**src/design/fade_stripe_pkg.sv**
```systemverilog
`default_nettype none

package fade_stripe_pkg;

  localparam int ADC_DATA_BITS = 10;
  localparam int PIXEL_BITS    = 9;
  localparam int COLOR_BITS    = PIXEL_BITS / 3;
  localparam int FB_INDEX_BITS = 18;
  localparam int COORD_BITS    = 12;
  localparam int APB_ADDR_BITS = 8;
  localparam int APB_DATA_BITS = 32;
  localparam int FRAME_CNT_BITS = 16;

  typedef logic [ADC_DATA_BITS-1:0]  adc_t;
  typedef logic [COLOR_BITS-1:0]     color_t;
  // red high, green middle, blue low
  typedef logic [PIXEL_BITS-1:0]     pixel_t;
  typedef logic [FB_INDEX_BITS-1:0]  fb_index_t;
  typedef logic [COORD_BITS-1:0]     coord_t;
  typedef logic [APB_ADDR_BITS-1:0]  apb_addr_t;
  typedef logic [APB_DATA_BITS-1:0]  apb_data_t;
  typedef logic [FRAME_CNT_BITS-1:0] frame_cnt_t;

  typedef struct packed {
    adc_t x;
    adc_t y;
    logic red;
    logic grn;
    logic blu;
  } adc_sample_t;

  typedef struct packed {
    logic      en;
    fb_index_t index;
    pixel_t    data;
  } fb_wr_t;

  typedef struct packed {
    logic      en;
    fb_index_t index;
  } fb_rd_t;

  typedef struct packed {
    color_t red;
    color_t grn;
    color_t blu;
    logic   hsync;
    logic   vsync;
  } vga_t;

  // syncs are carried active low
  typedef struct packed {
    logic   visible;
    coord_t x;
    coord_t y;
    logic   frame_start;
    logic   hsync;
    logic   vsync;
  } scan_pos_t;

  localparam apb_addr_t REG_CTRL        = 8'h0;
  localparam apb_addr_t REG_FADE_PERIOD = 8'h4;
  localparam apb_addr_t REG_FRAME_COUNT = 8'h8;

  localparam int CTRL_PLOT_EN = 0;
  localparam int CTRL_FADE_EN = 1;

endpackage

`default_nettype wire

```
**src/design/apb_ctrl.sv**
```systemverilog
`timescale 1ns/10ps
`default_nettype none

module apb_ctrl
  import fade_stripe_pkg::*;
(
    input  logic      clk,
    input  logic      rst,
    input  apb_addr_t paddr,
    input  logic      psel,
    input  logic      penable,
    input  logic      pwrite,
    input  apb_data_t pwdata,
    output apb_data_t prdata,
    output logic      pready,
    output logic      pslverr,
    input  logic      frame_start,
    output logic      plot_en,
    output logic      fade_now
);
  logic       fade_en;
  frame_cnt_t fade_period;
  frame_cnt_t fade_div;
  frame_cnt_t frame_count;

  logic       setup;
  logic       access;
  logic       addr_ok;
  apb_data_t  rd_val;

  always_comb begin
    setup   = psel && !penable;
    access  = psel && penable;
    addr_ok = 1'b1;
    rd_val  = '0;
    case (paddr)
      REG_CTRL: begin
        rd_val[CTRL_PLOT_EN] = plot_en;
        rd_val[CTRL_FADE_EN] = fade_en;
      end
      REG_FADE_PERIOD: rd_val = apb_data_t'(fade_period);
      REG_FRAME_COUNT: rd_val = apb_data_t'(frame_count);
      default: addr_ok = 1'b0;
    endcase
  end

  // response is set up a cycle early so it sits on the bus in the access cycle
  always_ff @(posedge clk) begin
    if (rst) begin
      prdata  <= '0;
      pslverr <= 1'b0;
    end else begin
      prdata  <= (setup && !pwrite) ? rd_val : '0;
      pslverr <= setup && !addr_ok;
    end
  end

  always_ff @(posedge clk) begin
    if (rst) begin
      plot_en     <= 1'b0;
      fade_en     <= 1'b0;
      fade_period <= '0;
    end else if (access && pwrite) begin
      if (paddr == REG_CTRL) begin
        plot_en <= pwdata[CTRL_PLOT_EN];
        fade_en <= pwdata[CTRL_FADE_EN];
      end
      if (paddr == REG_FADE_PERIOD) begin
        fade_period <= frame_cnt_t'(pwdata);
      end
    end
  end

  always_ff @(posedge clk) begin
    if (rst) begin
      fade_div    <= '0;
      frame_count <= '0;
    end else if (frame_start) begin
      frame_count <= frame_count + 1'b1;
      fade_div    <= (fade_div >= fade_period) ? '0 : fade_div + 1'b1;
    end
  end

  assign fade_now = fade_en && (fade_div >= fade_period);
  assign pready   = 1'b1;

endmodule

`default_nettype wire

```
**config.mk**
```make
export PLATFORM = sky130hd
export DESIGN_NAME = apb_ctrl
export DESIGN_NICKNAME = d
export VERILOG_FILES = /design/src/design/fade_stripe_pkg.sv /design/src/design/apb_ctrl.sv
export SDC_FILE = /design/constraint.sdc
export NUM_CORES = 1
export LEC_CHECK = 0
export ABC_CLOCK_PERIOD_IN_PS = 4600
export BUFFER_PORTS_ARGS = -buffer_cell sky130_fd_sc_hd__buf_4
export CORE_ASPECT_RATIO = 1.4
export CORE_MARGIN = 2
export CORE_UTILIZATION = 50
export CTS_CLUSTER_DIAMETER = 120
export DETAILED_ROUTE_END_ITERATION = 10
export GPL_TIMING_DRIVEN = 0
export PLACE_DENSITY = 0.76
export RECOVER_POWER = 25
export SYNTH_ARGS = -nofsm -noshare
export SYNTH_HDL_FRONTEND = slang
export SYNTH_SLANG_ARGS = --single-unit
```
**constraint.sdc**
```tcl
create_clock -name clk -period 4.6 [get_ports clk]
set_clock_uncertainty 0.05 [all_clocks]
set_input_delay 0.23 -clock clk [delete_from_list [all_inputs] [get_ports clk]]
set_output_delay 0.23 -clock clk [all_outputs]
set_load 0.01 [all_outputs]
```
==> results.toml <==
[setup_path]
startpoint_type = "flip-flop"
path_max_fanout = 10
cp.arrival_ns = 2.74
required_ns = 4.79
worstSetupPathType = "reg2reg"
worst_setup_path_end_kind = "flip-flop"

[clock_network]
clk_latency_ns = 0.35
post_cts_buffers = 0
cts_sinks = 67
root_buffer = "clkbuf_8"
htreeDepth = 3
cts_resized = 0
cts_tree = "done"
cts_buffer_depth = 2
cts_buffers = 9
cts_hold_buffers = 0
clk_pin_slew_worst_paths_ns = 0.07

[pwr]
pwr_density_cell_nw_per_um2 = 329
peakVddDrop_mv = 0.175
power.leakage_nw = 1.53

[floorplanning]
core_area_um2 = 6250
ioPinCount = 82
initial_core_util_pct = 51.8
num_rows = 34
die-width_um = 72.0
die-area_um2 = 7150
die_h_um = 99.2

[logic_synthesis]
syn_area_per_cell_um2 = 8.80
syn_inst = 368
ys_warn_count = 0
syn_area_um2 = 3240
ys_seq_elements = 67
synth_edf_count = 0
ys_types = 36
synth_ff_type = "dfxtp_1"
synth-async-reset-ratio_pct = 0
ys_seq_area_share_pct = 41.4

[route]
ant_nets = 0
vias = 2680
vias_per_cell = 5.16
wirelength_um = 6920
drt_iter0_markers = 172
firstDrtPassIters = 5
drc_errors = 0
wl_per_cell_um = 13.3

[global_route]
overflow = 0
grt_max_degree = 13
grt_pass1_wl_um = 11600
grt_pass1_vias = 2572
grt_use_total_pct = 20.9
antenna_found_initial = 0

[final_layout]
nNetsFinal = 506
fillers = 535
multi_input_area_um2 = 1640
area_growth_pct = 21.3
final_util_pct = 62.8
stdcell_count = 519
drive_gt1_share_pct = 15.2
seqCellArea_um2 = 1340
n_antenna_cell = 0

[timing]
worst_pin_slew_ns = 0.593
finalMaxSlewViolations = 0
tns_ns = 0
fmax_ghz = 0.391
setup_viol = 0
period_needed_ns = 2.56
rsz0062_at_grt = "no"
slew_headroom_pct = 60.3
fin_crit_sh_pct = 55.6
fin_ws_ns = 2.04
finalHoldViolations = 0

[placed_design]
place_ws_ns = 2.04
port_buffers = 48
gp_congestion = 0.845
dpl.hpwl_um = 5210
post-place-cells = 503

[run_status]
status = "finished clean"

[job]
drv_cap = 0

[hold_path]
min_path_type = "in2reg"
==> registers in the layout, indices dropped and copies added (netlist names) <==
| signal | count |
|---|---|
| fade_div | 16 |
| frame_count | 16 |
| pslverr | 1 |
| fade_period | 16 |
| plot_en | 1 |
| prdata | 16 |
| fade_en | 1 |
==> synth_stat cells (all sizes together) (2+ instances only) <==
cell	instances	area, um^2
nand3	13	65.1
inv	20	75.1
a22oi	14	105
nand4	16	100
nor4	3	33.8
buf	22	179
xor2	24	210
ha	18	225
nor2	73	274
mux2i	22	220
nand2b	3	18.8
a21oi	10	50.1
and2	2	12.5
nor2b	2	12.5
nor3	5	25.0
and3	6	37.5
conb	2	7.51
xnor2	4	35.0
a31oi	2	12.5
clkbuf	12	45.0
and4	2	20.0
o21ai	3	15.0
dfxtp	67	1340
nand2	17	63.8
==> cell type report <==
type | instances | area share, %
buffer | 34 | 5.70
clock buffer | 9 | 3.15
clock inverter | 7 | 3.57
inverter | 20 | 1.91
multi-input combinational | 262 | 41.7
sequential | 67 | 34.2
tap | 72 | 2.29
timing repair buffer | 48 | 7.46
==> cells by family (layout without fill, tap and decap cells) <==
| logic type | count (synthesis) | after routing | share of synthesized area (%) |
|---|---|---|---|
| simple gates | 146 | 146 | 21.6 |
| flops | 67 | 67 | 41.4 |
| buf+inv | 54 | 118 | 9.23 |
| compound gates | 31 | 31 | 6.22 |
| xor+xnor | 28 | 28 | 7.57 |
| mux | 22 | 22 | 6.80 |
| fa+ha+maj | 18 | 18 | 6.96 |
| other cells | 2 | 17 | 0.232 |
==> routing by layer <==
layer	GRT usage [%]	up-vias	wire, um
met2	38.0	77	3680
met4	9.58	0	144
met3	4.86	12	348
met1	22.3	1229	2750
li1	-	1362	-
met5	0	-	0
==> metrics by stage <==
| stage | area [um^2] | power (mW) | hold slack, ns |
|---|---|---|---|
| global placement | 3740 | 0.662 | 0.372 |
| floorplan | 3290 | 0.631 | 0.257 |
| detailed placement | 3740 | 0.663 | 0.374 |
| CTS | 4010 | 1.30 | 0.0155 |
| finish | 3930 | 1.29 | 0.0191 |
| global route | 3930 | 1.33 | 0.0177 |
==> cells in the final DEF, fill, tap and decap left out, drive strengths merged, types with 2 or more instances in the layout <==
cell type and n:
a21oi 10, a22oi 14, a31oi 2, and2 2, and3 6, and4 2
buf 51, bufinv 4, clkbuf 40, clkinvlp 2, conb 17, dfxtp 67
ha 18, inv 20, mux2i 22, nand2 17, nand2b 3, nand3 13
nand4 16, nor2 73, nor2b 2, nor3 5, nor4 3, o21ai 3
xnor2 4, xor2 24
==> worst max-delay path, cell delays in order, from the launching register on <==
cell	delay, ns
dfxtp_1	0.39
inv_1	0.06
ha_1	0.31
nand4_1	0.15
nor3_1	0.42
nand3_1	0.13
a31oi_1	0.54
buf_2	0.32
nor2_1	0.07
==> final timing paths <==
| check | startpoint | to | slack [ns] | cells past startpoint |
|---|---|---|---|---|
| setup / recovery | fade_period[15] | fade_div[5] | 2.04 | 8 |
| hold / removal | penable | pslverr | 0.02 | 2 |
| setup reg to reg | fade_period[15] | fade_div[5] | 2.04 | 8 |
| hold reg to reg | frame_count[7] | frame_count[7] | 0.47 | 2 |
==> where the power goes <==
part | switching, mW | total (mW) | internal (mW)
Sequential | 0.00286 | 0.585 | 0.582
Combinational | 0.0308 | 0.0633 | 0.0324
Clock | 0.231 | 0.644 | 0.414
Note: power is estimated with default switching activity, not from simulation.
