`config.mk`:
```
export PLATFORM = sky130hd
export DESIGN_NAME = fade_scanout
export DESIGN_NICKNAME = d
export VERILOG_FILES = /design/src/design/fade_stripe_pkg.sv /design/src/design/fade_scanout.sv
export SDC_FILE = /design/constraint.sdc
export NUM_CORES = 1
export LEC_CHECK = 0
export ABC_CLOCK_PERIOD_IN_PS = 2800
export BUFFER_PORTS_ARGS = -buffer_cell sky130_fd_sc_hd__buf_4
export CORE_MARGIN = 5
export CORE_UTILIZATION = 42
export DETAILED_ROUTE_END_ITERATION = 8
export GPL_TIMING_DRIVEN = 0
export PLACE_DENSITY_LB_ADDON = 0.15
export SYNTH_ARGS = -nofsm -noshare
export SYNTH_HDL_FRONTEND = slang
export SYNTH_SLANG_ARGS = --single-unit
export TNS_END_PERCENT = 50
```
`constraint.sdc`:
```
create_clock -name clk -period 2.8 [get_ports clk]
set_clock_uncertainty 0.05 [all_clocks]
set_input_delay 0.28 -clock clk [delete_from_list [all_inputs] [get_ports clk]]
set_output_delay 0.28 -clock clk [all_outputs]
set_load 0.02 [all_outputs]
```
`src/design/fade_stripe_pkg.sv`:
```
`default_nettype none

package fade_stripe_pkg;

  localparam int ADC_DATA_BITS = 10;
  localparam int PIXEL_BITS    = 9;
  localparam int COLOR_BITS    = PIXEL_BITS / 3;
  localparam int FB_INDEX_BITS = 18;
  localparam int COORD_BITS    = 12;
  localparam int APB_ADDR_BITS = 8;
  localparam int APB_DATA_BITS = 32;
  localparam int FRAME_CNT_BITS = 16;

  typedef logic [ADC_DATA_BITS-1:0]  adc_t;
  typedef logic [COLOR_BITS-1:0]     color_t;
  // red high, green middle, blue low
  typedef logic [PIXEL_BITS-1:0]     pixel_t;
  typedef logic [FB_INDEX_BITS-1:0]  fb_index_t;
  typedef logic [COORD_BITS-1:0]     coord_t;
  typedef logic [APB_ADDR_BITS-1:0]  apb_addr_t;
  typedef logic [APB_DATA_BITS-1:0]  apb_data_t;
  typedef logic [FRAME_CNT_BITS-1:0] frame_cnt_t;

  typedef struct packed {
    adc_t x;
    adc_t y;
    logic red;
    logic grn;
    logic blu;
  } adc_sample_t;

  typedef struct packed {
    logic      en;
    fb_index_t index;
    pixel_t    data;
  } fb_wr_t;

  typedef struct packed {
    logic      en;
    fb_index_t index;
  } fb_rd_t;

  typedef struct packed {
    color_t red;
    color_t grn;
    color_t blu;
    logic   hsync;
    logic   vsync;
  } vga_t;

  // syncs are carried active low
  typedef struct packed {
    logic   visible;
    coord_t x;
    coord_t y;
    logic   frame_start;
    logic   hsync;
    logic   vsync;
  } scan_pos_t;

  localparam apb_addr_t REG_CTRL        = 8'h0;
  localparam apb_addr_t REG_FADE_PERIOD = 8'h4;
  localparam apb_addr_t REG_FRAME_COUNT = 8'h8;

  localparam int CTRL_PLOT_EN = 0;
  localparam int CTRL_FADE_EN = 1;

endpackage

`default_nettype wire

```
`src/design/fade_scanout.sv`:
```
`timescale 1ns/10ps
`default_nettype none

module fade_scanout
  import fade_stripe_pkg::*;
#(
    parameter int H_ACTIVE = 640,
    parameter int V_ACTIVE = 480
) (
    input  logic      clk,
    input  logic      rst,
    input  scan_pos_t scan,
    input  logic      fade_now,
    output fb_rd_t    rd,
    input  pixel_t    rd_data,
    output fb_wr_t    fade_wr,
    output vga_t      vga
);
  localparam int LAST_INDEX = H_ACTIVE * V_ACTIVE - 1;

  fb_index_t rd_index;
  logic      fade_frame;

  logic      s1_visible;
  logic      s1_hsync;
  logic      s1_vsync;
  fb_index_t s1_index;

  logic      s2_visible;
  logic      s2_hsync;
  logic      s2_vsync;
  fb_index_t s2_index;
  pixel_t    s2_pix;
  pixel_t    shown;

  // one step dimmer per channel, floor at 0
  function automatic pixel_t dim(pixel_t p);
    pixel_t q;
    for (int c = 0; c < 3; c++) begin
      color_t ch;
      ch = p[c*COLOR_BITS +: COLOR_BITS];
      q[c*COLOR_BITS +: COLOR_BITS] = (ch == '0) ? '0 : ch - color_t'(1);
    end
    return q;
  endfunction

  assign rd_index = fb_index_t'(scan.y) * fb_index_t'(H_ACTIVE) + fb_index_t'(scan.x);
  assign rd       = '{en: scan.visible, index: rd_index};

  always_ff @(posedge clk) begin
    if (rst) begin
      fade_frame <= 1'b0;
    end else if (scan.frame_start) begin
      fade_frame <= fade_now;
    end else if (s2_visible && (s2_index == fb_index_t'(LAST_INDEX))) begin
      fade_frame <= 1'b0;
    end
  end

  always_ff @(posedge clk) begin
    if (rst) begin
      s1_visible <= 1'b0;
      s1_hsync   <= 1'b1;
      s1_vsync   <= 1'b1;
      s2_visible <= 1'b0;
      s2_hsync   <= 1'b1;
      s2_vsync   <= 1'b1;
    end else begin
      s1_visible <= scan.visible;
      s1_hsync   <= scan.hsync;
      s1_vsync   <= scan.vsync;
      s2_visible <= s1_visible;
      s2_hsync   <= s1_hsync;
      s2_vsync   <= s1_vsync;
    end
  end

  // bank data lands in stage 1
  always_ff @(posedge clk) begin
    s1_index <= rd_index;
    s2_index <= s1_index;
    s2_pix   <= rd_data;
  end

  assign shown = s2_visible ? s2_pix : '0;

  assign vga = '{
      red: shown[2*COLOR_BITS +: COLOR_BITS],
      grn: shown[COLOR_BITS +: COLOR_BITS],
      blu: shown[0 +: COLOR_BITS],
      hsync: s2_hsync,
      vsync: s2_vsync
  };

  assign fade_wr = '{en: fade_frame && s2_visible, index: s2_index, data: dim(s2_pix)};

endmodule

`default_nettype wire

```
==> run_results.csv <==
group,metric,value,unit
status,status,"complete, but fails checks",
status,violations,"setup timing",
sta,finalWorstSetupSlack,-0.0288,ns
worst_hold_path,min_path_type,"in -> reg",
cts,cts_buffer_depth,2,
cts,cts_inserted_buffers,5,
logic_synthesis,synth_top_area_cell,"dfxtp_1",
final_layout,n_antenna_cell,0,
final_layout,nNetsFinal,374,
cts,cts_tree,"built",
floorplanning,die_w,81.6,um
cts,ctsHtreeMaxLevel,2,
worst_setup_path,cp.arrival,2.50,ns
worst_setup_path,slowest_stage,"fa_2",
grt,overflow,0,
drt,drt_iter0_drc,20,
flow_run,maxCapViolations,0,
grt,antenna_found_initial,0,
worst_setup_path,timing.critical_path.mode_cell,"ha_4",
final_layout,nFillCells,418,
logic_synthesis,synth_area_leaders,"dfxtp_1, ha_1, xnor2_1",
drt,via_per_inst,4.40,
placement,io_buffers,96,
sta,finalHoldViolCount,0,
cts,cts_hold_buf,0,
floorplanning,dieHeight,81.6,um
sta,setup_violations,2,
worst_setup_path,critPathTopFamily,"adder cells",
drt,vias,1660,
drt,drt_pass1_iterations,4,
sta,maxClockFrequency,354,MHz
floorplanning,rows,26,
sta,finalCritPeriodShare,101,%
sta,rsz0062_at_grt,"true",
grt,grt_pass1_wl,6940,um
floorplanning,core,5040,sq um
power,leakage,1.54,nW
final_layout,multi_input_area,1070,sq um
sta,tightest_slew,0.371,ns
floorplanning,initial_utilization,42.7,%
grt,track_usage,13.6,%
logic_synthesis,synth-seq-area-share,48.3,%
cts,cts.clk_slew.worst_paths,0.09,ns
placement,place.gp.congestion,0.789,
worst_setup_path,critPathMaxStageDelay,0.47,ns
grt,grt_pass1_vias,1525,
floorplanning,io_pins,98,
worst_setup_path,cp_cell_sequence,"buf_8 -> ha_4 -> ha_4 -> fa_2 -> ha_4 -> o21a_1 -> o31a_2 -> o21ai_4 -> nor3_4 -> nand3_2 -> xnor2_2 -> buf_4",
worst_setup_path,endpoint_kind,"output port",
power,ir_drop,0.368,mV
logic_synthesis,ys.flop_type,"dfxtp_1",
drt,totalWireLength,4500,um
worst_setup_path,path_buf_inv,2,
sta,fin_crit,2.83,ns
cts,cts_root_buf,"clkbuf_8",
logic_synthesis,synth_edf_count,0,
cts,clk_latency,0.30,ns
final_layout,drive_above_1_share,47.9,%
worst_setup_path,criticalPathCategory,"in -> out",
sta,final.setup.tns,-0.0327,ns
logic_synthesis,syn_nets,263,
grt,grt_max_degree,19,
power,power_density,663,nW/um^2
worst_setup_path,required,2.47,ns
logic_synthesis,async_flop_share,0,%
logic_synthesis,syn_inst,195,
final_layout,register_area,1040,sq um
power,finalPower,2.14,mW
logic_synthesis,netlist.area_leader.share,48.3,%
placement,hpwl,3810,um
final_layout,area_growth,49.7,%
logic_synthesis,yosysUniqueCellTypes,35,
cts,numClockSinks,52,
worst_setup_path,cp_max_fo,2,
logic_synthesis,syn-cell-area,2150,sq um
drt,wire_per_inst,11.9,um
worst_setup_path,critPathLaunchType,"input port",
placement,place_inst,361,
logic_synthesis,ys_ff_latch,52,
final_layout,fin_cells,377,
logic_synthesis,syn_avg_cell_area,11.0,sq um
floorplanning,dieArea,6660,sq um
sta,relSlewSlack,75.1,%
drt,drtAntennaViolNets,0,
sta,maxSlewViolCount,0,
logic_synthesis,synth_warnings,0,
drt,drc_errors,0,
-- Yosys cell counts, types with 3 or more instances --
library cell / number
dfxtp_1: 52
ha_1: 26
xnor2_1: 14
inv_1: 12
nor2_1: 12
and2_1: 10
buf_4: 10
a21oi_1: 6
o21ai_0: 6
xor2_1: 5
or2_2: 4
a21o_1: 3
nand2_1: 3
nor2b_1: 3
-- flip-flops by register name, summed over array words and instances (netlist names) --
register    cells
s2_visible      1
fade_frame      1
s2_vsync        1
s1_vsync        1
s1_hsync        1
s2_index       18
s1_visible      1
s1_index       18
s2_hsync        1
s2_pix          9
-- timing repair --
action / in CTS / in global routing
gates resized for setup: 10 / 6
buffers inserted: 5 / 3
pin swaps: 10 / 7
setup endpoints to repair: 4 / 4
-- kinds of logic (layout without fill, tap and decap cells) --
logic type	Yosys count	in the layout	share of synthesized area [%]
flip-flops	52	52	48.3
AND/OR/NAND/NOR	44	44	11.5
adder cells (fa/ha/maj)	28	28	17.0
AO/OA/AOI/OAI	28	28	9.23
buffers and inverters	24	136	6.27
XOR/XNOR	19	19	7.72
-- cell type report --
| cell class | instances | area share [%] |
|---|---|---|
| inverters | 12 | 1.40 |
| clock buffers | 5 | 2.13 |
| flip-flops and latches | 52 | 32.3 |
| clock inverters | 3 | 0.815 |
| repair buffers | 104 | 24.7 |
| plain buffers | 12 | 2.79 |
| multi-input cells | 119 | 33.2 |
| well taps | 70 | 2.72 |
-- final timing paths --
| kind | start | end | slack [ns] | depth (start not counted) |
|---|---|---|---|---|
| worst max-delay path | scan[6] | rd[17] | -0.03 | 12 |
| worst min-delay path | rd_data[0] | s2_pix[0] | 0.03 | 1 |
| worst max register to register | s2_index[7] | fade_frame | 1.16 | 6 |
| worst min register to register | s1_index[0] | s2_index[0] | 0.28 | 0 |
-- through the flow --
stage / setup slack, ns / cell area (sq um) / hold slack (ns) / utilization (%)
6_report: -0.0288 / 3220 / 0.0308 / 63.9
3_3_place_gp: -0.274 / 2970 / 0.261 / 59.0
5_1_grt: -0.133 / 3220 / 0.00555 / 63.9
3_5_place_dp: -0.271 / 2970 / 0.262 / 59.0
2_1_floorplan: 0.0278 / 2160 / 0.258 / -
4_1_cts: -0.140 / 3170 / 0.0189 / 62.9
-- layer usage --
layer | part of all wire [%] | GRT usage [%] | up-vias
met3 | 7.8 | 3.18 | 6
li1 | - | - | 858
met1 | 38 | 15.0 | 740
met2 | 53 | 24.8 | 56
met5 | 0 | 0 | -
met4 | 1.2 | 5.48 | 0
-- where the power goes --
part | internal [mW] | switching, mW | leakage, nW
registers | 0.871 | 0.0497 | 0.438
logic | 0.374 | 0.414 | 1.06
clock network | 0.184 | 0.245 | 0.0491
total | 1.43 | 0.709 | 1.54
-- placed cells by master, fill, tap and decap left out, types with 4 or more instances in the layout --
| cell | instances |
|---|---|
| xor2_1 | 5 |
| nor2_1 | 12 |
| and2_1 | 10 |
| or2_2 | 4 |
| a21oi_1 | 5 |
| xnor2_1 | 11 |
| o21ai_0 | 6 |
| clkbuf_8 | 5 |
| ha_1 | 22 |
| inv_1 | 12 |
| buf_4 | 111 |
| dfxtp_1 | 52 |
Power figures use the tool's default switching activity.
