`src/design/fade_stripe_pkg.sv`:
```
`default_nettype none

package fade_stripe_pkg;

  localparam int ADC_DATA_BITS = 10;
  localparam int PIXEL_BITS    = 9;
  localparam int COLOR_BITS    = PIXEL_BITS / 3;
  localparam int FB_INDEX_BITS = 18;
  localparam int COORD_BITS    = 12;
  localparam int APB_ADDR_BITS = 8;
  localparam int APB_DATA_BITS = 32;
  localparam int FRAME_CNT_BITS = 16;

  typedef logic [ADC_DATA_BITS-1:0]  adc_t;
  typedef logic [COLOR_BITS-1:0]     color_t;
  // red high, green middle, blue low
  typedef logic [PIXEL_BITS-1:0]     pixel_t;
  typedef logic [FB_INDEX_BITS-1:0]  fb_index_t;
  typedef logic [COORD_BITS-1:0]     coord_t;
  typedef logic [APB_ADDR_BITS-1:0]  apb_addr_t;
  typedef logic [APB_DATA_BITS-1:0]  apb_data_t;
  typedef logic [FRAME_CNT_BITS-1:0] frame_cnt_t;

  typedef struct packed {
    adc_t x;
    adc_t y;
    logic red;
    logic grn;
    logic blu;
  } adc_sample_t;

  typedef struct packed {
    logic      en;
    fb_index_t index;
    pixel_t    data;
  } fb_wr_t;

  typedef struct packed {
    logic      en;
    fb_index_t index;
  } fb_rd_t;

  typedef struct packed {
    color_t red;
    color_t grn;
    color_t blu;
    logic   hsync;
    logic   vsync;
  } vga_t;

  // syncs are carried active low
  typedef struct packed {
    logic   visible;
    coord_t x;
    coord_t y;
    logic   frame_start;
    logic   hsync;
    logic   vsync;
  } scan_pos_t;

  localparam apb_addr_t REG_CTRL        = 8'h0;
  localparam apb_addr_t REG_FADE_PERIOD = 8'h4;
  localparam apb_addr_t REG_FRAME_COUNT = 8'h8;

  localparam int CTRL_PLOT_EN = 0;
  localparam int CTRL_FADE_EN = 1;

endpackage

`default_nettype wire

```
`src/design/adc_plot.sv`:
```
`timescale 1ns/10ps
`default_nettype none

module adc_plot
  import fade_stripe_pkg::*;
#(
    parameter int H_ACTIVE = 640,
    parameter int V_ACTIVE = 480
) (
    input  logic        clk,
    input  logic        rst,
    input  adc_sample_t sample,
    input  logic        adc_valid,
    input  logic        plot_en,
    output fb_wr_t      plot_wr
);
  localparam int X_SHIFT = ADC_DATA_BITS - $clog2(H_ACTIVE);
  localparam int Y_SHIFT = ADC_DATA_BITS - $clog2(V_ACTIVE);

  adc_t      x_scaled;
  adc_t      y_scaled;
  logic      in_range;
  logic      wr_en;
  fb_index_t wr_index;
  pixel_t    wr_data;

  always_comb begin
    x_scaled = sample.x >> X_SHIFT;
    y_scaled = sample.y >> Y_SHIFT;
    // full scale can land past the active area
    in_range = (int'(x_scaled) < H_ACTIVE) && (int'(y_scaled) < V_ACTIVE);
  end

  always_ff @(posedge clk) begin
    if (rst) begin
      wr_en <= 1'b0;
    end else begin
      wr_en <= adc_valid && plot_en && in_range;
    end
  end

  always_ff @(posedge clk) begin
    wr_index <= fb_index_t'(y_scaled) * fb_index_t'(H_ACTIVE) + fb_index_t'(x_scaled);
    wr_data  <= {{COLOR_BITS{sample.red}}, {COLOR_BITS{sample.grn}}, {COLOR_BITS{sample.blu}}};
  end

  assign plot_wr = '{en: wr_en, index: wr_index, data: wr_data};

endmodule

`default_nettype wire

```
`config.mk`:
```
export PLATFORM = sky130hd
export DESIGN_NAME = adc_plot
export DESIGN_NICKNAME = d
export VERILOG_FILES = /design/src/design/fade_stripe_pkg.sv /design/src/design/adc_plot.sv
export SDC_FILE = /design/constraint.sdc
export NUM_CORES = 1
export LEC_CHECK = 0
export ABC_CLOCK_PERIOD_IN_PS = 5800
export BUFFER_PORTS_ARGS = -buffer_cell sky130_fd_sc_hd__buf_2
export CORE_AREA = 2 2 50 52
export CTS_BUF_LIST = sky130_fd_sc_hd__clkbuf_4
export DETAILED_ROUTE_END_ITERATION = 16
export DIE_AREA = 0 0 52 54
export PLACE_DENSITY = 0.94
export SLEW_MARGIN = 5
export SYNTH_ARGS = -nofsm -noshare
export SYNTH_HDL_FRONTEND = slang
export SYNTH_SLANG_ARGS = --single-unit
export TNS_END_PERCENT = 30
```
`constraint.sdc`:
```
create_clock -name clk -period 5.8 [get_ports clk]
set_input_delay 1.16 -clock clk [delete_from_list [all_inputs] [get_ports clk]]
set_output_delay 1.16 -clock clk [all_outputs]
set_load 0.02 [all_outputs]
```
==> impl_metrics.csv, run 1 <==
group,metric,value,unit
status,status,"complete, no violations",
die,num_io_pins,55,
timing,setup-tns-final,0,ns
die,start_util,0.471,
global_routing,globalRoute.totalOverflow,0,
yosys,synth_top_flop_cell,"dfxtp_1",
clocking,numClockSinks,22,
power,leakagePower,0.725,nW
min_path,hp-class,"input pin to register",
timing,drv_slew,0,
power,p_seq_frac,0.464,
global_routing,grt_usage,0.171,
yosys,synth_area,1090,um2
route,post_drt_via_cell_ratio,4.83,
clocking,ctsHoldBuffers,0,
timing,setup_slack,2.35,ns
critical_path,max_stage_delay,0.48,ns
final_layout,ff_latch_area,440,um2
route,drtPass1Iterations,2,
yosys,synth_most_common_cell,"dfxtp_1",
final_layout,num_antenna_cells,0,
timing,max_slew.worst_pin.slew,0.408,ns
clocking,cts_tree,"yes",
yosys,syn_area_per_cell,10.6,um2
yosys,syn_inst,103,
global_routing,grt_pass1_wl,3.46,mm
die,core-area,2320,um2
final_layout,drive_above_1_share,0.373,
yosys,synth.ff_latch_count,22,
die,die_h,54,um
yosys,netlist.area_leader.share,0.403,
yosys,async_flop_share,0,
critical_path,worst-path-max-fanout,3,
placed_design,gp_congestion,0.760,
route,vias,883,
route,drt_iter0_drc,3,
yosys,ys_types,24,
yosys,synth_edf_count,0,
global_routing,grt_pass1_vias,879,
route,routed_wl,2.13,mm
final_layout,syn2layout_area_growth,25.3,%
yosys,yosys.area.top_type,"dfxtp_1",
yosys,ys_seq_area_frac,0.403,
die,fp.dieW,52,um
route,ant_nets,0,
timing,grt_setup_unrepaired,"false",
final_layout,fin_nets,200,
clocking,htreeDepth,1,
critical_path,crit_path_end_kind,"register",
critical_path,startpoint_type,"input pin",
critical_path,path_class,"input pin to register",
yosys,yosys-top-cells-count,"22 x dfxtp_1, 17 x ha_1, 7 x buf_4, 7 x xnor2_1, 7 x xor2_1",
placed_design,place_ws,2.06,ns
placed_design,port_buffers,53,
final_layout,fillCellCount,180,
placed_design,hpwlAfterDp,1.91,mm
job,drv_cap,0,
power,cellPowerDensity,285,nW/um2
timing,max_slew_margin,0.726,
yosys,yosys-top-cells-area,"dfxtp_1 40%, ha_1 19%, xnor2_1 5.6%",
global_routing,antenna_found_initial,0,
clocking,clockBufferDepth,2,
critical_path,critPathRequiredTime,5.99,ns
timing,finalHoldViolCount,0,
critical_path,critPathSlowestCell,"fa_1",
timing,period_needed,3.45,ns
power,combPwrFrac,0.374,
route,avgRoutedWirePerCell,11.6,um
power,internal-power,0.000258,W
power,peakVddDrop,0.155,mV
route,drc_errors,0,
timing,finalSetupViolations,0,
critical_path,arrival,3.64,ns
yosys,yosys_warnings,0,
clocking,clkTransAtPathRegs,0.10,ns
yosys,synthesis.nets,149,
clocking,root_buffer,"clkbuf_4",
clocking,cts_resized,0,
critical_path,crit_chain,"buf_2 > ha_1 > ha_1 > fa_1 > a211oi_1 > nor2_1 > xor2_1 > nand3_1 > or3b_1 > xnor2_1",
die,die-area,2810,um2
power,power.switching,0.000133,W
die,rows,18,
clocking,cts_buffers,3,
power,p_sw_frac,0.339,
power,clock_power_share,0.162,
timing,timing.fmax,290,MHz
timing,fin_crit_sh,0.595,
clocking,cts_setup_buffers,0,
final_layout,multiInputGateArea,582,um2
critical_path,crit_top_cell,"ha_1",
global_routing,grt_max_degree,13,
-- power groups by stage --
stage,registers (W),logic [W],clock network (W)
finish,0.000181,0.000146,0.0000633
floorplan,0.000217,0.0000682,0
global route,0.000184,0.000160,0.0000734
detailed placement,0.000186,0.000146,0
CTS,0.000182,0.000147,0.0000672
global placement,0.000184,0.000139,0
-- worst max-delay path, delay by kind of cell --
| family | cells | cell delay (ns) |
|---|---|---|
| adder cells (fa/ha/maj) | 3 | 1.00 |
| XOR/XNOR | 2 | 0.38 |
| AND/OR/NAND/NOR | 3 | 0.65 |
| buffers and inverters | 1 | 0.12 |
| AO/OA/AOI/OAI | 1 | 0.32 |
-- final timing paths --
path / depth (start not counted) / to / start / slack (ns)
max: 10 / wr_index[17] / sample[5] / 2.35
min: 1 / wr_data[2] / sample[0] / 0.96
-- layout make-up --
cell class,instances,share of cell area
repair buffers,53,0.194
clock buffers,3,0.0164
multi-input cells,69,0.425
inverters,5,0.0137
flip-flops and latches,22,0.321
clock inverters,1,0.00274
well taps,30,0.0274
-- stage by stage --
step	cells	total power (W)	instance area [um2]	utilization	hold slack, ns
after CTS	183	0.000396	1370	0.591	0.948
after global placement	179	0.000324	1340	0.579	1.26
after global routing	183	0.000418	1370	0.591	0.939
after detailed placement	179	0.000332	1340	0.579	1.27
final	183	0.000391	1370	0.591	0.960
after floorplan	103	0.000285	1090	-	1.19
-- state kept, by name, indices dropped and copies added, names as in the netlist --
name and cells:
wr_data 3, wr_index 18, wr_en 1
-- layout by cell type (no fill, tap or decap), drive strengths merged, types with 2 or more instances in the layout --
cell type  instances
dfxtp             22
nand3              3
buf               53
nand2              5
o21ai              4
xnor2              7
clkbuf             3
ha                17
a21oi              4
a21o               4
o21bai             2
fa                 2
xor2               7
nor2               5
inv                5
-- cell families after synthesis --
family | count (synthesis) | share of synthesized area
flops | 22 | 0.403
compound gates | 17 | 0.0973
xor+xnor | 14 | 0.112
buf+inv | 12 | 0.0652
fa+ha+maj | 19 | 0.231
simple gates | 19 | 0.0915
-- per-layer routing --
metal | GRT usage | up-vias | routed length (um)
met4 | 0.132 | 0 | 23
met2 | 0.335 | 42 | 1100
met1 | 0.166 | 388 | 840
met3 | 0.0111 | 2 | 168
li1 | - | 451 | -
met5 | 0 | - | 0
No activity file was read; power rests on OpenSTA's default activity.
==> run 2: changes to the inputs <==
--- a/config.mk
+++ b/config.mk
@@ -5,13 +5,14 @@
 export SDC_FILE = /design/constraint.sdc
 export NUM_CORES = 1
 export LEC_CHECK = 0
-export ABC_CLOCK_PERIOD_IN_PS = 5800
+export ABC_AREA = 1
+export ABC_CLOCK_PERIOD_IN_PS = 3200
 export BUFFER_PORTS_ARGS = -buffer_cell sky130_fd_sc_hd__buf_2
-export CORE_AREA = 2 2 50 52
+export CORE_AREA = 2 2 54 56
 export CTS_BUF_LIST = sky130_fd_sc_hd__clkbuf_4
 export DETAILED_ROUTE_END_ITERATION = 16
-export DIE_AREA = 0 0 52 54
-export PLACE_DENSITY = 0.94
+export DIE_AREA = 0 0 56 58
+export PLACE_DENSITY = 0.9
 export SLEW_MARGIN = 5
 export SYNTH_ARGS = -nofsm -noshare
 export SYNTH_HDL_FRONTEND = slang
==> constraint.sdc (replaced) <==
create_clock -name clk -period 3.2 [get_ports clk]
set_input_delay 0.64 -clock clk [delete_from_list [all_inputs] [get_ports clk]]
set_output_delay 0.64 -clock clk [all_outputs]
set_load 0.02 [all_outputs]
==> impl_metrics.csv, run 2 <==
group,metric,value,unit
route,routed_wl,2.14,mm
final_layout,fin_nets,250,
timing,max_slew.worst_pin.slew,0.190,ns
clocking,cts_buffers,3,
power,leakagePower,0.881,nW
global_routing,grt_usage,0.142,
global_routing,grt_pass1_wl,3.75,mm
clocking,clkTransAtPathRegs,0.11,ns
status,status,"complete, no violations",
die,die_h,58,um
clocking,htreeDepth,1,
yosys,synth.ff_latch_count,22,
final_layout,regMostFlops,"wr_index",
critical_path,crit_top_cell,"nand2_1",
timing,timing.fmax,419,MHz
yosys,synth_edf_count,0,
timing,max_slew_margin,0.872,
die,rows,19,
yosys,ys_types,23,
die,start_util,0.476,
clocking,numClockSinks,22,
final_layout,num_antenna_cells,0,
global_routing,grt_pass1_vias,981,
critical_path,arrival,2.57,ns
critical_path,critPathRequiredTime,3.39,ns
clocking,root_buffer,"clkbuf_4",
global_routing,antenna_found_initial,0,
yosys,syn_inst,153,
final_layout,syn2layout_area_growth,21.6,%
power,cellPowerDensity,466,nW/um2
route,drtPass1Iterations,4,
timing,period_needed,2.38,ns
timing,grt_setup_unrepaired,"false",
final_layout,final_common_cell,"buf_2",
clocking,cts_resized,0,
timing,finalHoldViolCount,0,
route,drt_iter0_drc,21,
critical_path,path_class,"input pin to register",
final_layout,top_regs,"wr_index x18, wr_data x3, wr_en x1",
final_layout,drive_above_1_share,0.337,
yosys,synth_top_flop_cell,"dfxtp_1",
route,post_drt_via_cell_ratio,4.57,
yosys,synth_most_common_cell,"nand2_1",
die,core-area,2660,um2
critical_path,worst-path-max-fanout,3,
critical_path,critPathSlowestCell,"fa_1",
critical_path,startpoint_type,"input pin",
yosys,async_flop_share,0,
min_path,hp-class,"input pin to register",
placed_design,gp_congestion,0.830,
final_layout,largest_reg_flops,18,
final_layout,mostFrequentLayoutCells,"53 x buf_2, 30 x nand2_1, 22 x inv_1, 22 x dfxtp_1, 17 x ha_1",
critical_path,crit_chain,"buf_2 > ha_1 > ha_1 > fa_1 > nand2_1 > inv_2 > nor2_4 > nand2_2 > nor2_4 > nand2_1 > nor2_1 > nand3_1 > nand2_1 > nand2_1",
route,vias,1064,
clocking,clockBufferDepth,2,
final_layout,ff_latch_area,440,um2
clocking,cts_tree,"yes",
timing,drv_slew,0,
die,num_io_pins,55,
yosys,netlist.area_leader.share,0.348,
yosys,yosys.area.top_type,"dfxtp_1",
critical_path,crit_path_end_kind,"register",
global_routing,grt_max_degree,12,
placed_design,hpwlAfterDp,1.91,mm
global_routing,globalRoute.totalOverflow,0,
critical_path,max_stage_delay,0.48,ns
timing,finalSetupViolations,0,
die,die-area,3250,um2
clocking,cts_setup_buffers,0,
clocking,ctsHoldBuffers,0,
route,ant_nets,0,
yosys,yosys-top-cells-count,"30 x nand2_1, 22 x dfxtp_1, 22 x inv_1, 17 x ha_1, 15 x nand3_1",
final_layout,multiInputGateArea,683,um2
yosys,ys_seq_area_frac,0.348,
timing,fin_crit_sh,0.745,
timing,setup-tns-final,0,ns
yosys,syn_area_per_cell,8.28,um2
yosys,yosys-top-cells-area,"dfxtp_1 35%, ha_1 17%, nand2_1 8.9%",
route,drc_errors,0,
route,avgRoutedWirePerCell,9.18,um
yosys,yosys_warnings,0,
power,peakVddDrop,0.289,mV
yosys,synth_area,1270,um2
timing,whs,0.444,ns
job,drv_cap,0,
die,fp.dieW,56,um
final_layout,fillCellCount,248,
yosys,synthesis.nets,199,
placed_design,port_buffers,53,
run 2: logic make-up after synthesis:
logic type,after synthesis,synth area share
simple gates,67,0.268
buf+inv,31,0.113
flops,22,0.348
fa+ha+maj,19,0.200
compound gates,9,0.0375
xor+xnor,5,0.0346
run 2: area by class of cell:
| type | count | area share |
|---|---|---|
| multi-input combinational | 100 | 0.444 |
| sequential | 22 | 0.286 |
| timing repair buffer | 53 | 0.172 |
| inverter | 24 | 0.0585 |
| tap | 31 | 0.0252 |
| clock buffer | 3 | 0.0146 |
run 2: worst paths after layout:
path	from	to	depth (start not counted)
worst max-delay path	sample[5]	wr_index[17]	14
worst min-delay path	sample[14]	wr_index[1]	1
run 2: critical path, delay by kind of cell:
kind | cells | cell delay, ns
AND/OR/NAND/NOR | 9 | 0.72
adder cells (fa/ha/maj) | 3 | 1.01
buffers and inverters | 2 | 0.17
run 2: power by group:
part           switching (W)  internal (W)
Combinational       0.000179      0.000105
Clock              0.0000680     0.0000436
Sequential        0.00000817      0.000313
Total               0.000256      0.000462
run 2: per-stage QoR:
stage | util | worst slack [ns] | instances | area [um2] | power, W
4_1_cts | 0.578 | 0.823 | 233 | 1540 | 0.000728
2_1_floorplan | - | 0.761 | 153 | 1270 | 0.000538
5_1_grt | 0.578 | 0.661 | 233 | 1540 | 0.000777
3_5_place_dp | 0.570 | 0.500 | 230 | 1520 | 0.000615
6_report | 0.578 | 0.816 | 233 | 1540 | 0.000718
3_3_place_gp | 0.570 | 0.546 | 230 | 1520 | 0.000608
run 2: layer usage:
layer	track usage	part of all wire	routed length, um	up-vias
li1	-	-	-	582
met1	0.158	0.46	974	438
met4	0.0408	0.0098	21	0
met5	0	0	0	-
met2	0.272	0.45	969	42
met3	0.0313	0.080	171	2
